<file path="config.mk">
export PLATFORM = sky130hd
export DESIGN_NAME = board_support
export DESIGN_NICKNAME = d
export VERILOG_FILES = /design/src/common/board_pkg.sv /design/src/design/debounce.sv /design/src/design/reset_seq.sv /design/src/design/irq_stretch.sv /design/src/devbus/dev_decoder.sv /design/src/devbus/board_regs.sv /design/src/design/board_support.sv
export SDC_FILE = /design/constraint.sdc
export NUM_CORES = 1
export LEC_CHECK = 0
export BUFFER_PORTS_ARGS = -buffer_cell sky130_fd_sc_hd__buf_4
export CAP_MARGIN = 30
export CORE_MARGIN = 8
export CORE_UTILIZATION = 23
export DETAILED_ROUTE_END_ITERATION = 10
export PLACE_DENSITY = 0.46
export SLEW_MARGIN = 20
export SYNTH_ARGS = -nofsm -noshare
export SYNTH_HDL_FRONTEND = slang
export SYNTH_SLANG_ARGS = --single-unit
</file>
<file path="constraint.sdc">
create_clock -name clk_cpu -period 7.7 [get_ports clk_cpu]
set_clock_uncertainty 0.1 [all_clocks]
set_input_delay 0.77 -clock clk_cpu [delete_from_list [all_inputs] [get_ports clk_cpu]]
set_output_delay 0.77 -clock clk_cpu [all_outputs]
set_load 0.01 [all_outputs]
</file>
<file path="src/common/board_pkg.sv">
package board_pkg;

	// debounce and reset timing, in clk_cpu cycles
	localparam int DEBOUNCE_CYCLES = 8;
	localparam int DEBOUNCE_W = $clog2(DEBOUNCE_CYCLES + 1);
	localparam int RESET_HOLD = 16;

	// interrupt lines 1 to 30
	localparam int IRQ_COUNT = 30;
	localparam int IRQ_HOLD = 3;
	localparam int IRQ_HOLD_W = $clog2(IRQ_HOLD + 1);
	localparam int IRQ_POS_BOARD = 2;
	localparam int IRQ_POS_KBD = 3;
	localparam int IRQ_POS_SPI = 5;
	localparam int IRQ_POS_UART = 6;

	// peripheral bus
	localparam int WORD_W = 32;
	localparam int DEV_SLOTS = 10;
	localparam int SLOT_BOARD = 2;

	typedef logic [15:0] switch_t;
	typedef logic [3:0] btn_t;
	typedef logic [WORD_W-1:0] word_t;
	typedef logic [3:0] bsel_t;
	typedef logic [15:2] bus_addr_t;
	typedef logic [7:2] dev_addr_t;
	typedef logic [IRQ_COUNT:1] irq_vec_t;

	// board register word offsets
	localparam dev_addr_t REG_SWITCH = 6'd0;
	localparam dev_addr_t REG_BTN = 6'd1;
	localparam dev_addr_t REG_LED = 6'd2;
	localparam dev_addr_t REG_EVENT = 6'd3;

endpackage

</file>
<file path="src/design/debounce.sv">
`timescale 1ns/1ps

module debounce import board_pkg::*; #(
	parameter type sig_t = logic,
	parameter sig_t INIT = sig_t'(0)
) (
	input logic clk_cpu,
	input logic rst_n_i,
	input sig_t sig_i,
	output sig_t sig_o
);

	sig_t last_q;
	logic [DEBOUNCE_W-1:0] cnt_q;

	// whole payload compared at once, any change restarts the count
	always_ff @(posedge clk_cpu) begin
		if (!rst_n_i) begin
			last_q <= INIT;
			cnt_q <= '0;
			sig_o <= INIT;
		end else if (sig_i != last_q) begin
			last_q <= sig_i;
			cnt_q <= DEBOUNCE_W'(1);
		end else if (cnt_q != DEBOUNCE_W'(DEBOUNCE_CYCLES)) begin
			cnt_q <= cnt_q + 1'b1;
		end else begin
			// stable long enough
			sig_o <= last_q;
		end
	end

	assert property (@(posedge clk_cpu) disable iff (!rst_n_i)
		($past(rst_n_i) && $changed(sig_o)) |-> ($past(sig_i) == sig_o));

endmodule

</file>
<file path="src/design/reset_seq.sv">
`timescale 1ns/1ps

module reset_seq import board_pkg::*; (
	input logic clk_cpu,
	input logic rst_n_i,
	input logic btn_rst_i,
	input logic pll_locked_i,
	input logic wd_rst_i,
	output logic sys_rst_o,
	output logic bus_rst_o
);

	logic bad;
	logic bad_q;
	logic [RESET_HOLD-1:0] hold_q;

	// button held or pll not locked
	assign bad = btn_rst_i | ~pll_locked_i;

	always_ff @(posedge clk_cpu) begin
		if (!rst_n_i) begin
			bad_q <= 1'b1;
			hold_q <= '1;
			sys_rst_o <= 1'b1;
		end else begin
			bad_q <= bad;
			hold_q <= {hold_q[RESET_HOLD-2:0], bad_q};
			// a new fault asserts at once, release waits for the chain to drain
			sys_rst_o <= bad | (|hold_q);
		end
	end

	// watchdog only resets the bus side
	assign bus_rst_o = sys_rst_o | wd_rst_i;

	assert property (@(posedge clk_cpu) disable iff (!rst_n_i)
		!pll_locked_i |=> sys_rst_o);

endmodule

</file>
<file path="src/design/irq_stretch.sv">
`timescale 1ns/1ps

module irq_stretch import board_pkg::*; (
	input logic clk_cpu,
	input logic rst_n_i,
	input logic irq_board_i,
	input logic irq_kbd_i,
	input logic irq_spi_i,
	input logic irq_uart_i,
	output irq_vec_t irq_o
);

	irq_vec_t src;
	logic [IRQ_HOLD_W-1:0] cnt_q [1:IRQ_COUNT];

	// fixed line positions, unused lines stay low
	always_comb begin
		src = '0;
		src[IRQ_POS_BOARD] = irq_board_i;
		src[IRQ_POS_KBD] = irq_kbd_i;
		src[IRQ_POS_SPI] = irq_spi_i;
		src[IRQ_POS_UART] = irq_uart_i;
	end

	always_ff @(posedge clk_cpu) begin
		if (!rst_n_i) begin
			irq_o <= '0;
			for (int i = 1; i <= IRQ_COUNT; i++) begin
				cnt_q[i] <= '0;
			end
		end else begin
			for (int i = 1; i <= IRQ_COUNT; i++) begin
				// reload while source high, else run down
				if (src[i]) begin
					cnt_q[i] <= IRQ_HOLD_W'(IRQ_HOLD);
				end else if (cnt_q[i] != '0) begin
					cnt_q[i] <= cnt_q[i] - 1'b1;
				end
				irq_o[i] <= src[i] | (cnt_q[i] != '0);
			end
		end
	end

	// single-cycle source gives IRQ_HOLD+1 cycles out
	assert property (@(posedge clk_cpu) disable iff (!rst_n_i)
		(src[IRQ_POS_UART] ##1 !src[IRQ_POS_UART] [*IRQ_HOLD])
		|-> irq_o[IRQ_POS_UART]);

endmodule

</file>
<file path="src/devbus/dev_decoder.sv">
`timescale 1ns/1ps

module dev_decoder import board_pkg::*; (
	input logic clk_cpu,
	input logic rst_n_i,
	input logic wb_cyc_i,
	input logic wb_stb_i,
	input bus_addr_t wb_addr_i,
	input bsel_t wb_sel_i,
	input logic wb_we_i,
	input word_t wb_data_i,
	output word_t wb_data_o,
	output logic wb_ack_o,
	output logic [DEV_SLOTS-1:0] dev_cs_o,
	output dev_addr_t dev_addr_o,
	output bsel_t dev_sel_o,
	output logic dev_we_o,
	output word_t dev_wdata_o,
	input logic [DEV_SLOTS*WORD_W-1:0] dev_rdata_i,
	input logic [DEV_SLOTS-1:0] dev_ack_i
);

	logic [15:8] slot;
	logic req;
	word_t rdata_sel;
	logic ack_sel;

	assign slot = wb_addr_i[15:8];
	assign req = wb_cyc_i & wb_stb_i;

	// shared by every slot
	assign dev_addr_o = wb_addr_i[7:2];
	assign dev_sel_o = wb_sel_i;
	assign dev_we_o = wb_we_i;
	assign dev_wdata_o = wb_data_i;

	// one-hot select plus return path from the addressed slot
	always_comb begin
		dev_cs_o = '0;
		// no device there, answer right away with zero
		rdata_sel = '0;
		ack_sel = 1'b1;
		for (int i = 0; i < DEV_SLOTS; i++) begin
			if (slot == i) begin
				dev_cs_o[i] = req;
				rdata_sel = dev_rdata_i[i*WORD_W +: WORD_W];
				ack_sel = dev_ack_i[i];
			end
		end
	end

	assign wb_ack_o = req & ack_sel;
	assign wb_data_o = rdata_sel;

	assert property (@(posedge clk_cpu) disable iff (!rst_n_i)
		$onehot0(dev_cs_o));

	// master holds stb until ack, so ack never stands alone
	assert property (@(posedge clk_cpu) disable iff (!rst_n_i)
		wb_ack_o |-> (wb_stb_i && wb_cyc_i));

endmodule

</file>
<file path="src/devbus/board_regs.sv">
`timescale 1ns/1ps

module board_regs import board_pkg::*; (
	input logic clk_cpu,
	input logic rst_n_i,
	input logic cs_i,
	input dev_addr_t addr_i,
	input bsel_t sel_i,
	input logic we_i,
	input word_t wdata_i,
	input switch_t switch_i,
	input btn_t btn_i,
	output word_t rdata_o,
	output logic ack_o,
	output switch_t led_o,
	output logic irq_o
);

	logic cs_q;
	logic hit;
	btn_t btn_q;
	btn_t event_q;
	btn_t evt_clr;
	word_t rd_word;

	// only the first cycle of a select is served
	assign hit = cs_i & ~cs_q;

	always_comb begin
		case (addr_i)
			REG_SWITCH: rd_word = word_t'(switch_i);
			REG_BTN: rd_word = word_t'(btn_i);
			REG_LED: rd_word = word_t'(led_o);
			REG_EVENT: rd_word = word_t'(event_q);
			default: rd_word = '0;
		endcase
	end

	// write 1 to clear
	assign evt_clr = (hit && we_i && sel_i[0] && addr_i == REG_EVENT) ?
		btn_t'(wdata_i) : '0;

	always_ff @(posedge clk_cpu) begin
		if (!rst_n_i) begin
			cs_q <= 1'b0;
			ack_o <= 1'b0;
			led_o <= '0;
			btn_q <= '0;
			event_q <= '0;
		end else begin
			cs_q <= cs_i;
			ack_o <= hit;
			btn_q <= btn_i;
			// a new press wins over a clear in the same cycle
			event_q <= (event_q & ~evt_clr) | (btn_i & ~btn_q);
			if (hit && we_i && addr_i == REG_LED) begin
				for (int b = 0; b < $bits(switch_t) / 8; b++) begin
					if (sel_i[b]) begin
						led_o[b*8 +: 8] <= wdata_i[b*8 +: 8];
					end
				end
			end
		end
	end

	always_ff @(posedge clk_cpu) begin
		if (hit) begin
			rdata_o <= rd_word;
		end
	end

	assign irq_o = |event_q;

	assert property (@(posedge clk_cpu) disable iff (!rst_n_i)
		ack_o |=> !ack_o);

endmodule

</file>
<file path="src/design/board_support.sv">
`timescale 1ns/1ps

module board_support import board_pkg::*; (
	input logic clk_cpu,
	input logic rst_n_i,
	input logic pll_locked_i,
	input logic btn_rst_i,
	input logic wd_rst_i,
	input switch_t switch_i,
	input btn_t btn_i,
	input logic irq_kbd_i,
	input logic irq_spi_i,
	input logic irq_uart_i,
	input logic wb_cyc_i,
	input logic wb_stb_i,
	input bus_addr_t wb_addr_i,
	input bsel_t wb_sel_i,
	input logic wb_we_i,
	input word_t wb_data_i,
	output word_t wb_data_o,
	output logic wb_ack_o,
	output logic [DEV_SLOTS-1:0] dev_cs_o,
	output dev_addr_t dev_addr_o,
	output bsel_t dev_sel_o,
	output logic dev_we_o,
	output word_t dev_wdata_o,
	input logic [DEV_SLOTS*WORD_W-1:0] dev_rdata_i,
	input logic [DEV_SLOTS-1:0] dev_ack_i,
	output irq_vec_t irq_o,
	output switch_t led_o,
	output logic sys_rst_o,
	output logic bus_rst_o
);

	switch_t switch_db;
	btn_t btn_db;
	logic btn_rst_db;
	logic bus_rst_n;
	logic irq_board;
	logic [DEV_SLOTS-1:0] dec_cs;
	logic [DEV_SLOTS*WORD_W-1:0] dec_rdata;
	logic [DEV_SLOTS-1:0] dec_ack;
	word_t board_rdata;
	logic board_ack;

	// input conditioning
	debounce #(.sig_t(switch_t), .INIT('0)) u_db_switch (
		.clk_cpu(clk_cpu),
		.rst_n_i(rst_n_i),
		.sig_i(switch_i),
		.sig_o(switch_db)
	);

	debounce #(.sig_t(btn_t), .INIT('0)) u_db_btn (
		.clk_cpu(clk_cpu),
		.rst_n_i(rst_n_i),
		.sig_i(btn_i),
		.sig_o(btn_db)
	);

	// reset button counts as pressed until it settles
	debounce #(.sig_t(logic), .INIT(1'b1)) u_db_rst (
		.clk_cpu(clk_cpu),
		.rst_n_i(rst_n_i),
		.sig_i(btn_rst_i),
		.sig_o(btn_rst_db)
	);

	reset_seq u_reset_seq (
		.clk_cpu(clk_cpu),
		.rst_n_i(rst_n_i),
		.btn_rst_i(btn_rst_db),
		.pll_locked_i(pll_locked_i),
		.wd_rst_i(wd_rst_i),
		.sys_rst_o(sys_rst_o),
		.bus_rst_o(bus_rst_o)
	);

	assign bus_rst_n = ~bus_rst_o;

	irq_stretch u_irq_stretch (
		.clk_cpu(clk_cpu),
		.rst_n_i(bus_rst_n),
		.irq_board_i(irq_board),
		.irq_kbd_i(irq_kbd_i),
		.irq_spi_i(irq_spi_i),
		.irq_uart_i(irq_uart_i),
		.irq_o(irq_o)
	);

	// board slot stays on chip
	always_comb begin
		dec_rdata = dev_rdata_i;
		dec_rdata[SLOT_BOARD*WORD_W +: WORD_W] = board_rdata;
		dec_ack = dev_ack_i;
		dec_ack[SLOT_BOARD] = board_ack;
		dev_cs_o = dec_cs;
		dev_cs_o[SLOT_BOARD] = 1'b0;
	end

	dev_decoder u_dev_decoder (
		.clk_cpu(clk_cpu),
		.rst_n_i(bus_rst_n),
		.wb_cyc_i(wb_cyc_i),
		.wb_stb_i(wb_stb_i),
		.wb_addr_i(wb_addr_i),
		.wb_sel_i(wb_sel_i),
		.wb_we_i(wb_we_i),
		.wb_data_i(wb_data_i),
		.wb_data_o(wb_data_o),
		.wb_ack_o(wb_ack_o),
		.dev_cs_o(dec_cs),
		.dev_addr_o(dev_addr_o),
		.dev_sel_o(dev_sel_o),
		.dev_we_o(dev_we_o),
		.dev_wdata_o(dev_wdata_o),
		.dev_rdata_i(dec_rdata),
		.dev_ack_i(dec_ack)
	);

	board_regs u_board_regs (
		.clk_cpu(clk_cpu),
		.rst_n_i(bus_rst_n),
		.cs_i(dec_cs[SLOT_BOARD]),
		.addr_i(dev_addr_o),
		.sel_i(dev_sel_o),
		.we_i(dev_we_o),
		.wdata_i(dev_wdata_o),
		.switch_i(switch_db),
		.btn_i(btn_db),
		.rdata_o(board_rdata),
		.ack_o(board_ack),
		.led_o(led_o),
		.irq_o(irq_board)
	);

endmodule

</file>
Yosys cells after proc, flatten, opt, wreduce, memory -nomap -nowiden

Memory sizes are Yosys's and may differ from the RTL's.
Index checks and enable logic that the tools add are counted.

Flip-flop bits (word level): 160
Latch bits: 0
Memory bits (writable): 60
Bits in read-only memories: 0
Output and inout port bits: 134
Word-level logic and storage cells: 361
Memories: 1

Memory list:

| memory              | depth | bits a word | rd ports | clocked after memory_dff | write ports | line              | source |
|---|---|---|---|---|---|---|---|
| u_irq_stretch.cnt_q | 30    | 2           | 30       | 0                        | 30          | irq_stretch.sv:14 | `logic [IRQ_HOLD_W-1:0] cnt_q [1:IRQ_COUNT];` |

Add/sub/neg operators: 33
$mul: 0
Divide/modulo/power cells: 0
Order comparisons: 0
Equality and inequality tests: 18
Shift-type cells: 0
Mux-type cells: 179
Bitwise logic cells: 58
Reductions and logical operators: 49

Operators by type and width:

| kind                | count |
|---|---|
| $mux 32             | 10 |
| $mux 1              | 133 |
| $mux 2              | 34 |
| $reduce_bool 2->1   | 33 |
| $pmux 16 s4         | 1 |
| $sub 2x1->2 const B | 30 |
| $or 1x1->1          | 41 |
| $eq 8x3->1 const B  | 4 |
| $eq 8x2->1 const B  | 2 |
| $eq 8x4->1 const B  | 2 |
| $ne 16x16->1        | 1 |
| $reduce_or 16->1    | 1 |
| $add 4x1->4 const B | 3 |
| $eq 6x2->1 const B  | 2 |
| $ne 4x4->1 const B  | 3 |
| $reduce_and 2->1    | 5 |
| $not 1->1           | 9 |
| $and 4x4->4         | 2 |
| $eq 8x1->1 const B  | 1 |
| $logic_not 8->1     | 1 |
| $not 4->4           | 2 |
| $eq 6x1->1 const B  | 1 |
| $logic_not 6->1     | 1 |
| $reduce_or 2->1     | 3 |
| 7 further kinds     | 12 |

Longest topological paths before layout

Gate-level depths: netlist of run 1.

Word-level depth: 12
Depth in mapped cells: 8
Depth with buffers taken out: 7

By module

A second synthesis of run 1 with hierarchy kept.

Cells, all modules: 1316
Area, all modules: 12012.8 um^2

Modules (own cells, without submodules):

| module                 | instances | cells an instance | area an instance (um^2) |
|---|---|---|---|
| irq_stretch            | 1         | 345               | 3748.6 |
| dev_decoder            | 1         | 503               | 3549.7 |
| board_regs             | 1         | 191               | 1918.1 |
| debounce (u_db_switch) | 1         | 147               | 1458.9 |
| reset_seq              | 1         | 43                | 518.0 |
| debounce (u_db_btn)    | 1         | 54                | 513.0 |
| debounce (u_db_rst)    | 1         | 30                | 291.5 |
| board_support          | 1         | 3                 | 15.0 |

Worst setup path after synthesis of run 1

No wires, ideal clock.

Path type: input-to-output
Start point: input port wb_addr_i[6]
End point: output port wb_ack_o
Arrival: 2.335 ns
Data required time: 6.830 ns
Slack: 4.495 ns
Stages on the path: 6
Path through: buf_2 -> buf_2 -> buf_2 -> and2_1 -> a211oi_1 -> a2111oi_0

Cells in the longest elaborated chain, start to end: 12
Elaborated cells on any way between the ends: 21
Classes of those cells: eq/ne: 9; mux: 10; bitwise: 1; reduce/logical: 1

RTL lines:

| what                | line                | source |
|---|---|---|
| start: declaration  | board_support.sv:16 | `input bus_addr_t wb_addr_i,` |
| $logic_not 8->1     | dev_decoder.sv:44   | `if (slot == i) begin` |
| $mux 1 (9 in a row) | dev_decoder.sv:44   |  |
| $mux 1 *            | dev_decoder.sv:44   |  |
| $and 1x1->1 *       | dev_decoder.sv:52   | `assign wb_ack_o = req & ack_sel;` |
| end: declaration    | board_support.sv:21 | `output logic wb_ack_o,` |

Every way passes the cells marked *; elsewhere a longest branch is shown, timed or not.

Worst setup path after layout of run 1

Start point: input port wb_addr_i[7]
End point: output port wb_data_o[5]

Cells in the longest elaborated chain, start to end: 11
Elaborated cells on any way between the ends: 20
Classes of those cells: eq/ne: 9; mux: 10; reduce/logical: 1

RTL lines:

| what                 | line                | source |
|---|---|---|
| $logic_not 8->1      | dev_decoder.sv:44   |  |
| $mux 32 (9 in a row) | dev_decoder.sv:44   |  |
| $mux 32 *            | dev_decoder.sv:44   |  |
| end: declaration     | board_support.sv:20 | `output word_t wb_data_o,` |

Marks and branches as above.

==> results of run 1 <==
[sequential cells by signal (all words and copies together) (netlist names), 4 cells and up]
| signal | cells |
|---|---|
| u_board_regs.btn_q | 4 |
| u_db_switch.cnt_q | 4 |
| u_irq_stretch.irq_o | 30 |
| u_db_btn.sig_o | 4 |
| u_board_regs.event_q | 4 |
| u_db_btn.last_q | 4 |
| u_db_btn.cnt_q | 4 |
| u_board_regs.led_o | 16 |
| u_irq_stretch.cnt_q | 60 |
| u_reset_seq.hold_q | 16 |
| u_board_regs.rdata_o | 16 |
| u_db_switch.sig_o | 16 |
| u_db_switch.last_q | 16 |
| u_db_rst.cnt_q | 4 |
[metrics by stage]
| stage | power (W) | std cells |
|---|---|---|
| 2_1_floorplan | 0.001305 | 1118 |
| 3_3_place_gp | 0.001509 | 2103 |
| 3_5_place_dp | 0.001511 | 2104 |
| 4_1_cts | 0.002527 | 2143 |
| 5_1_grt | 0.002587 | 2150 |
| 6_report | 0.002473 | 2152 |
[path summary, 6_finish.rpt]
| check | endpoint | slack [ps] |
|---|---|---|
| max reg2reg | u_irq_stretch.cnt_q[0][61] | 4990 |
| max | wb_data_o[5] | 3490 |
| min reg2reg | u_reset_seq.hold_q[0] | 310 |
| min | u_reset_seq.hold_q[0] | 310 |
[synthesized netlist by cell type, types with 5 or more instances]
cell type,number
a21oi_1,19
a221o_1,7
a22o_1,13
a22oi_1,12
a31oi_1,8
and2_1,26
buf_1,6
buf_2,14
buf_4,45
clkbuf_1,48
dfxtp_1,128
edfxtp_1,76
ha_1,36
inv_1,72
mux2_2,11
mux2i_1,85
mux4_2,38
nand2_1,91
nand2b_1,22
nand3_1,24
nor2_1,99
nor2b_1,8
nor3_1,61
nor4_1,10
o21ai_0,34
o221ai_1,8
o22ai_1,21
o2bb2ai_1,5
o31ai_1,5
or2_2,5
xnor2_1,9
xor2_1,20
[layout make-up]
class	instances	area [um^2]
Clock buffer	25	583.1
Sequential cell	204	4845
Antenna cell	7	17.52
Clock inverter	14	87.58
Inverter	76	286.5
Fill cell	5007	32130
Tap cell	615	769.5
Multi-Input combinational cell	725	5435
Timing Repair Buffer	486	3692
[worst max-delay path: cells and delay by family]
family	cells	cell delay (ps)
buffers and inverters	3	1100
AND/OR/NAND/NOR	1	790
AO/OA/AOI/OAI	3	620
[cells in the final DEF (no fill, tap or decap), drive strengths merged, types with 36 or more instances in the layout]
cell type / instances
dfxtp: 128
nand2: 91
ha: 36
mux4: 38
edfxtp: 76
inv: 74
nor2: 100
o21ai: 36
nor3: 61
mux2i: 85
buf: 486
[per-layer routing]
layer / part of all wire / vias to the layer above
li1: - / 4744
met5: 0.0028 / -
met4: 0.032 / 10
met1: 0.38 / 4657
met2: 0.52 / 396
met3: 0.068 / 65
[cell families after synthesis]
family / share of synthesized area
and+or+nand+nor: 0.1684
DFF: 0.4341
buffers and inverters: 0.08027
AOI/OAI and AO/OA: 0.08980
muxes: 0.1640
adders and majority gates: 0.04036
xor gates and xnor gates: 0.02276
other: 0.0003360
[power by group through the flow]
stage               Sequential, W  Clock [W]  Combinational, W
floorplan                 0.00115          0          0.000160
global placement          0.00115          0          0.000362
detailed placement        0.00115          0          0.000364
CTS                       0.00112    0.00104          0.000366
global route              0.00112    0.00108          0.000384
finish                    0.00112   0.000988          0.000361
==> flow_summary.toml, run 1 <==
[run_status]
status = "finished, final reports clean"

[timing]
holdWs_ps = 307.0
tightest_slew_ps = 950.8
fmaxAchievable_ghz = 0.2374
setup_viol = 0
min_period_over_period = 0.5470
hold_viol = 0
maxSlewHeadroom = 0.3638
rsz0062_at_grt = "false"
min_period_ps = 4212
slew_violations = 0
timing.setup.tns_ps = 0
fin_ws_ps = 3488

[placement]
gp_congestion = 0.9610
placed_cell_area_um2 = 14990
io_buffers = 474
pre_cts_ws_ps = 3428
post-dp-hpwl_um = 41030

[logic_synthesis]
yosys_warnings = 0
synth_nets = 1565
ys_seq_area_frac = 0.4341
syn_inst = 1118
yosysTopAreaCell = "dfxtp_1"
synth_cell_types = 58
postSynthAreaPerCell_um2 = 9.983
ys.flop_type = "dfxtp_1"
ys_seq_elements = 204
async_flop_share = 0
synth-edff-count = 76
syn_area_um2 = 11160
synth_area_leaders = "dfxtp_1 (23%), edfxtp_1 (20%), mux4_2 (7.7%)"
synth_top_area_share = 0.2296

[route]
dr_total_vias = 9872
drt_iter0_drc = 416
via_per_inst = 4.587
drt-pass1-iter-count = 5
drt-total-wl_um = 50390
antenna_left = 0
drc = 0
wl_per_cell_um = 23.42

[pwr]
worst_ir_drop_vdd_mv = 0.1343
p_seq_frac = 0.454
p_sw_frac = 0.2438
powerDensity_nw_per_um2 = 157.3
p_int_w = 0.001870
p_leak_nw = 6.423
pwr-share-comb = 0.146
pwr-share-clk = 0.399
power.switching_w = 0.0006029

[floorplanning]
ioPinCount = 545
die_x_um = 236.3
initial_core_util = 0.2333
dieHeight_um = 236.3
dieArea_um2 = 55830
rows = 80
core_um2 = 47850

[grt]
grt_first_pass_wirelength_um = 71370
use_met1 = 0.1859
grt_use_met3 = 0.04267
overflow = 0
use_met2 = 0.3158
antenna_found_initial = 13
grt_max_degree = 74
globalRouteTotalUtil = 0.1711
top_usage_layer = "met2"
grt_pass1_vias = 10110

[cts]
htreeDepth = 1
cts-resized-gates = 0
cts_tree = "yes"
cts_sinks = 204
post_cts.repair.setup_buffers = 0
numCtsBuffers = 23
clk_pin_slew_ps = 60
clkLatencyLatePin_ps = 510
cts_buffer_depth = 3
ctsHoldBuffers = 0
clock_tree.root_cell = "clkbuf_16"

[setup_path]
cp_cell_sequence = "buf_4 -> buf_4 -> nor2b_1 -> a221o_1 -> o21ai_0 -> o221ai_1 -> buf_4"
start_kind = "input port"
worstReg2RegStart = "u_reset_seq.sys_rst_o"
cp.required_ps = 6830
worst-setup-path-type = "input port to output port"
setup.worst_path.start = "wb_addr_i[7]"
max_stage_delay_ps = 790
reg2regPathDepth = 5
worstSetupEndpointType = "output port"
cp.arrival_ps = 3340
crit_path_max_fanout = 58
slowest_stage = "nor2b_1"
path_common_cell = "buf_4"

[final_layout]
postLayoutCellArea_um2 = 15720
drive_gt1_frac = 0.3869
synthToLayoutAreaGrowth_pct = 40.82
final_core_util = 0.3285
nets = 1963

[worst_hold_path]
holdPathStages = 1
min_path_type = "flip-flop to flip-flop"
hold_start = "u_reset_seq.bad_q"

[job]
drv_cap = 0
Power figures use the tool's default switching activity.
==> inputs of run 2 (changes only) <==
Settings changed: PLACE_DENSITY 0.46 to 0.47.
Clock period 7.7 ns to 3.67 ns, I/O delays scaled along.
==> flow_summary.toml, run 2 (synthesized netlist as in run 1, its figures left out) <==
[timing]
rsz0062_at_grt = "false"
slew_violations = 0
min_period_ps = 2960
hold_viol = 0
maxSlewHeadroom = 0.4325
min_period_over_period = 0.8066
timing.setup.tns_ps = 0
fin_ws_ps = 709.8
fmaxAchievable_ghz = 0.3378
setup_viol = 0
tightest_slew_ps = 844.9

[grt]
overflow = 0
grt_max_degree = 78
antenna_found_initial = 14
globalRouteTotalUtil = 0.1722
grt_first_pass_wirelength_um = 72210
grt_pass1_vias = 10600

[placement]
post-dp-hpwl_um = 41350
pre_cts_ws_ps = 659.1
gp_congestion = 0.9730
placed_cell_area_um2 = 15120
io_buffers = 474

[route]
via_per_inst = 4.596
top_layer = "met5"
antenna_left = 0
drc = 0
wl_per_cell_um = 22.89
dr_total_vias = 10170
drt-pass1-iter-count = 6
drt_iter0_drc = 458
wl_met3_um = 3250
drt-met1-wl_um = 18930
dr_wl_met2_um = 26710
drt-total-wl_um = 50660

[floorplanning]
initial_core_util = 0.2333
dieHeight_um = 236.3
ioPinCount = 545
rows = 80
die_x_um = 236.3
dieArea_um2 = 55830
core_um2 = 47850

[final_layout]
reg.largest.list = "u_irq_stretch.cnt_q x60, u_irq_stretch.irq_o x30"
layout_commonest_cell = "buf_4"
drive_gt1_frac = 0.3797
largest_register_ffs = 60
synthToLayoutAreaGrowth_pct = 45.98
nets = 2017
top_register = "u_irq_stretch.cnt_q"
postLayoutCellArea_um2 = 16290
mostFrequentLayoutCells = "buf_4 (497), dfxtp_1 (128), nor2_1 (97), nand2_1 (91), mux2i_1 (85)"

[worst_hold_path]
min_path_type = "input port to flip-flop"

[setup_path]
worstSetupEndpointType = "output port"
cp.required_ps = 3200
worst-setup-path-type = "input port to output port"
start_kind = "input port"
cp.arrival_ps = 2490
crit_path_max_fanout = 21

[cts]
cts_sinks = 204
htreeDepth = 1
cts-resized-gates = 0
cts_buffer_depth = 3
clk_pin_slew_ps = 60
clock_tree.root_cell = "clkbuf_16"
cts_tree = "yes"
numCtsBuffers = 24
post_cts.repair.setup_buffers = 0
clkLatencyLatePin_ps = 520

[run_status]
status = "finished, final reports clean"

[pwr]
powerDensity_nw_per_um2 = 334.9
p_leak_nw = 6.623
power_w = 0.005456
worst_ir_drop_vdd_mv = 0.2848

[job]
drv_cap = 0
[run 2: metal layers]
layer  GRT usage  up-vias
li1            -     4863
met1      0.1868     4849
met2      0.3145      382
met3     0.04069       70
met4     0.07489        8
met5     0.01514        -
[run 2: stage by stage]
| stage | hold slack (ps) | instances | utilization |
|---|---|---|---|
| CTS | 4.618 | 2203 | 0.3400 |
| detailed placement | 297.8 | 2120 | 0.3160 |
| floorplan | 286.3 | 1118 | - |
| global route | 32.15 | 2213 | 0.3405 |
| finish | 24.14 | 2213 | 0.3405 |
| global placement | 294.1 | 2120 | 0.3160 |
[run 2: critical path: stages]
cell,delay (ps)
buf_4,120
nor4_4,460
nand2b_2,460
buf_4,360
nor3_1,190
buf_4,200
nand2_1,60
o221ai_1,90
buf_4,180
[run 2: worst paths after layout]
check                           slack [ps]  cells past startpoint         startpoint                 endpoint
worst min register to register         310                      1  u_reset_seq.bad_q    u_reset_seq.hold_q[0]
worst min-delay path                    20                      3       wb_data_i[0]    u_board_regs.led_o[0]
worst max register to register        1440                      5  u_board_regs.cs_q  u_board_regs.event_q[0]
worst max-delay path                   710                      9      wb_addr_i[11]             wb_data_o[9]
[run 2: where the power goes]
| group | internal [W] | switching, W | total (W) | leakage [nW] |
|---|---|---|---|---|
| logic | 0.000460 | 0.000341 | 0.000801 | 4.36 |
| registers | 0.00235 | 0.0000123 | 0.00236 | 1.91 |
| clock network | 0.00135 | 0.000942 | 0.00230 | 0.355 |
[run 2: final cells by class]
type	instances	area, um^2
fill	4999	31550
inverter	76	286.5
tap	615	769.5
multi-input combinational	725	5435
sequential	204	4845
clock buffer	32	630.6
timing repair buffer	539	4173
clock inverter	12	127.6
antenna	10	25.02
[run 2: repair_timing]
action	4_1_cts	5_1_grt
hold buffers	39	0
endpoints found under the setup margin	0	0
hold endpoints to repair	39	0
==> inputs of run 3 (changes only) <==
Settings changed: ABC_AREA set to 1, PLACE_DENSITY 0.47 to 0.46.
Clock period 3.67 ns to 3.1 ns, I/O delays scaled along.
==> flow_summary.toml, run 3 <==
[timing]
tightest_slew_ps = 816.2
holdWs_ps = 60.95
fin_ws_ps = 393.7
timing.setup.tns_ps = 0
rsz0062_at_grt = "false"
min_period_over_period = 0.8730
fmaxAchievable_ghz = 0.3695
min_period_ps = 2706
maxSlewHeadroom = 0.4546
hold_viol = 0
slew_violations = 0
setup_viol = 0

[final_layout]
stdcell_count = 2585
mostFrequentLayoutCells = "buf_4 (497), nand2_1 (362), inv_1 (195), nor2_1 (179), dfxtp_1 (128)"
synthToLayoutAreaGrowth_pct = 46.71
layout_commonest_cell = "buf_4"
largest_register_ffs = 60
nets = 2396
n_fill_cell = 5140
drive_gt1_frac = 0.2950
top_register = "u_irq_stretch.cnt_q"
reg.largest.list = "u_irq_stretch.cnt_q x60, u_irq_stretch.irq_o x30"
postLayoutCellArea_um2 = 16220

[setup_path]
crit_path_max_fanout = 33
worst-setup-path-type = "input port to output port"
start_kind = "input port"
cp.required_ps = 2690
setup.worst_path.start = "wb_addr_i[7]"
worstReg2RegStart = "u_db_switch.cnt_q[0]"
cp.arrival_ps = 2300
worstSetupEndpointType = "output port"

[route]
drt-total-wl_um = 48490
antenna_left = 0
dr_total_vias = 11220
drt-pass1-iter-count = 5
drt_iter0_drc = 469
wl_per_cell_um = 18.76
drc = 0
via_per_inst = 4.340

[logic_synthesis]
yosysTopAreaCell = "dfxtp_1"
synth.most_common_cell = "nand2_1"
synth_area_leaders = "dfxtp_1 (23%), edfxtp_1 (21%), nand2_1 (12%)"
postSynthAreaPerCell_um2 = 7.438
async_flop_share = 0
syn_inst = 1486
syn_area_um2 = 11050
synth_cell_types = 43
netlist_top_cells_count = "nand2_1 (362), inv_1 (195), nor2_1 (180), dfxtp_1 (128), nand3_1 (113)"
ys_seq_area_frac = 0.4383
synth_top_area_share = 0.2318
synth_nets = 1933
ys_seq_elements = 204
synth-edff-count = 76
yosys_warnings = 0
ys.flop_type = "dfxtp_1"

[cts]
cts_tree = "yes"
numCtsBuffers = 22
clkLatencyLatePin_ps = 510
cts_buffer_depth = 3
clk_pin_slew_ps = 60
cts_sinks = 204
clock_tree.root_cell = "clkbuf_16"
htreeDepth = 1

[grt]
globalRouteTotalUtil = 0.1676
grt_max_degree = 49
antenna_found_initial = 12
overflow = 0
grt_pass1_vias = 11460
grt_first_pass_wirelength_um = 72170

[placement]
pre_cts_ws_ps = 300.9
post-dp-hpwl_um = 39640
placed_cell_area_um2 = 15080
io_buffers = 474
place_inst = 2499
gp_congestion = 0.8815

[pwr]
worst_ir_drop_vdd_mv = 0.3938
p_leak_nw = 7.272
powerDensity_nw_per_um2 = 367.6

[run_status]
status = "finished, final reports clean"

[floorplanning]
dieArea_um2 = 55330
rows = 80
die_x_um = 235.2
ioPinCount = 545
initial_core_util = 0.2325
core_um2 = 47550
dieHeight_um = 235.2

[worst_hold_path]
hold_start = "wb_sel_i[0]"
min_path_type = "input port to flip-flop"

[job]
drv_cap = 0
-- run 3: cell types whose count changed after synthesis, moves of 25 or more --
cell / change
and2_1: -25
inv_1: +123
mux2i_1: -85
mux4_2: -38
nand2_1: +271
nand3_1: +89
nand4_1: +49
nor2_1: +81
-- run 3: critical path: stages --
cell	delay [ps]
buf_4	140
inv_2	50
nand2_1	180
nor2_4	700
nand2_1	160
nor2_1	150
nor3_1	70
nand4_1	110
nor2_1	50
nand3_1	170
buf_4	170
-- run 3: logic make-up (layout without fill, tap and decap cells) --
kind of cell               after synthesis  count (layout)  synth area share
AOI/OAI and AO/OA                       90              90           0.04347
DFF                                    204             204            0.4383
xor gates and xnor gates                26              26           0.02060
other                                    1               8         0.0003393
and+or+nand+nor                        818             818            0.3328
adders and majority gates               36              36           0.04075
buffers and inverters                  311             788            0.1237
-- run 3: per-layer routing --
layer,routed length [um],part of all wire,GRT usage
met2,24640,0.51,0.3023
met5,49,0.0010,0
met4,705,0.015,0.04785
met1,20210,0.42,0.1970
met3,2873,0.059,0.03780
-- run 3: stage by stage --
| step | util | power [W] |
|---|---|---|
| floorplan | - | 0.003031 |
| global placement | 0.3173 | 0.003447 |
| detailed placement | 0.3173 | 0.003452 |
| CTS | 0.3407 | 0.006073 |
| global route | 0.3411 | 0.006215 |
| finish | 0.3411 | 0.005960 |
-- run 3: path summary, 6_finish.rpt --
path                      endpoint  slack, ps  cells past startpoint
max reg2reg  u_db_switch.sig_o[15]        970                      8
min          u_board_regs.led_o[6]         60                      3
min reg2reg  u_reset_seq.hold_q[5]        310                      2
max                  wb_data_o[24]        390                     11
-- run 3: power by group --
group | switching (W) | internal (W)
Sequential | 0.0000144 | 0.00278
Combinational | 0.000239 | 0.000401
Clock | 0.00107 | 0.00146
-- run 3: final cells by class --
class | instances | area, um^2 | share of cell area
tap | 615 | 769.5 | 0.04745
sequential | 204 | 4845 | 0.2988
clock inverter | 10 | 110.1 | 0.006790
timing repair buffer | 542 | 4222 | 0.2603
multi-input combinational | 971 | 4875 | 0.3006
inverter | 208 | 784.5 | 0.04838
antenna | 7 | 17.52 | 0.001080
clock buffer | 28 | 593.1 | 0.03657
-- run 3: timing repair --
item / CTS / global route
hold buffers: 41 / 0
buffers inserted: 0 / 0
hold endpoints to repair: 54 / 0
resized for setup: 0 / 0
endpoints found under the setup margin: 0 / 0
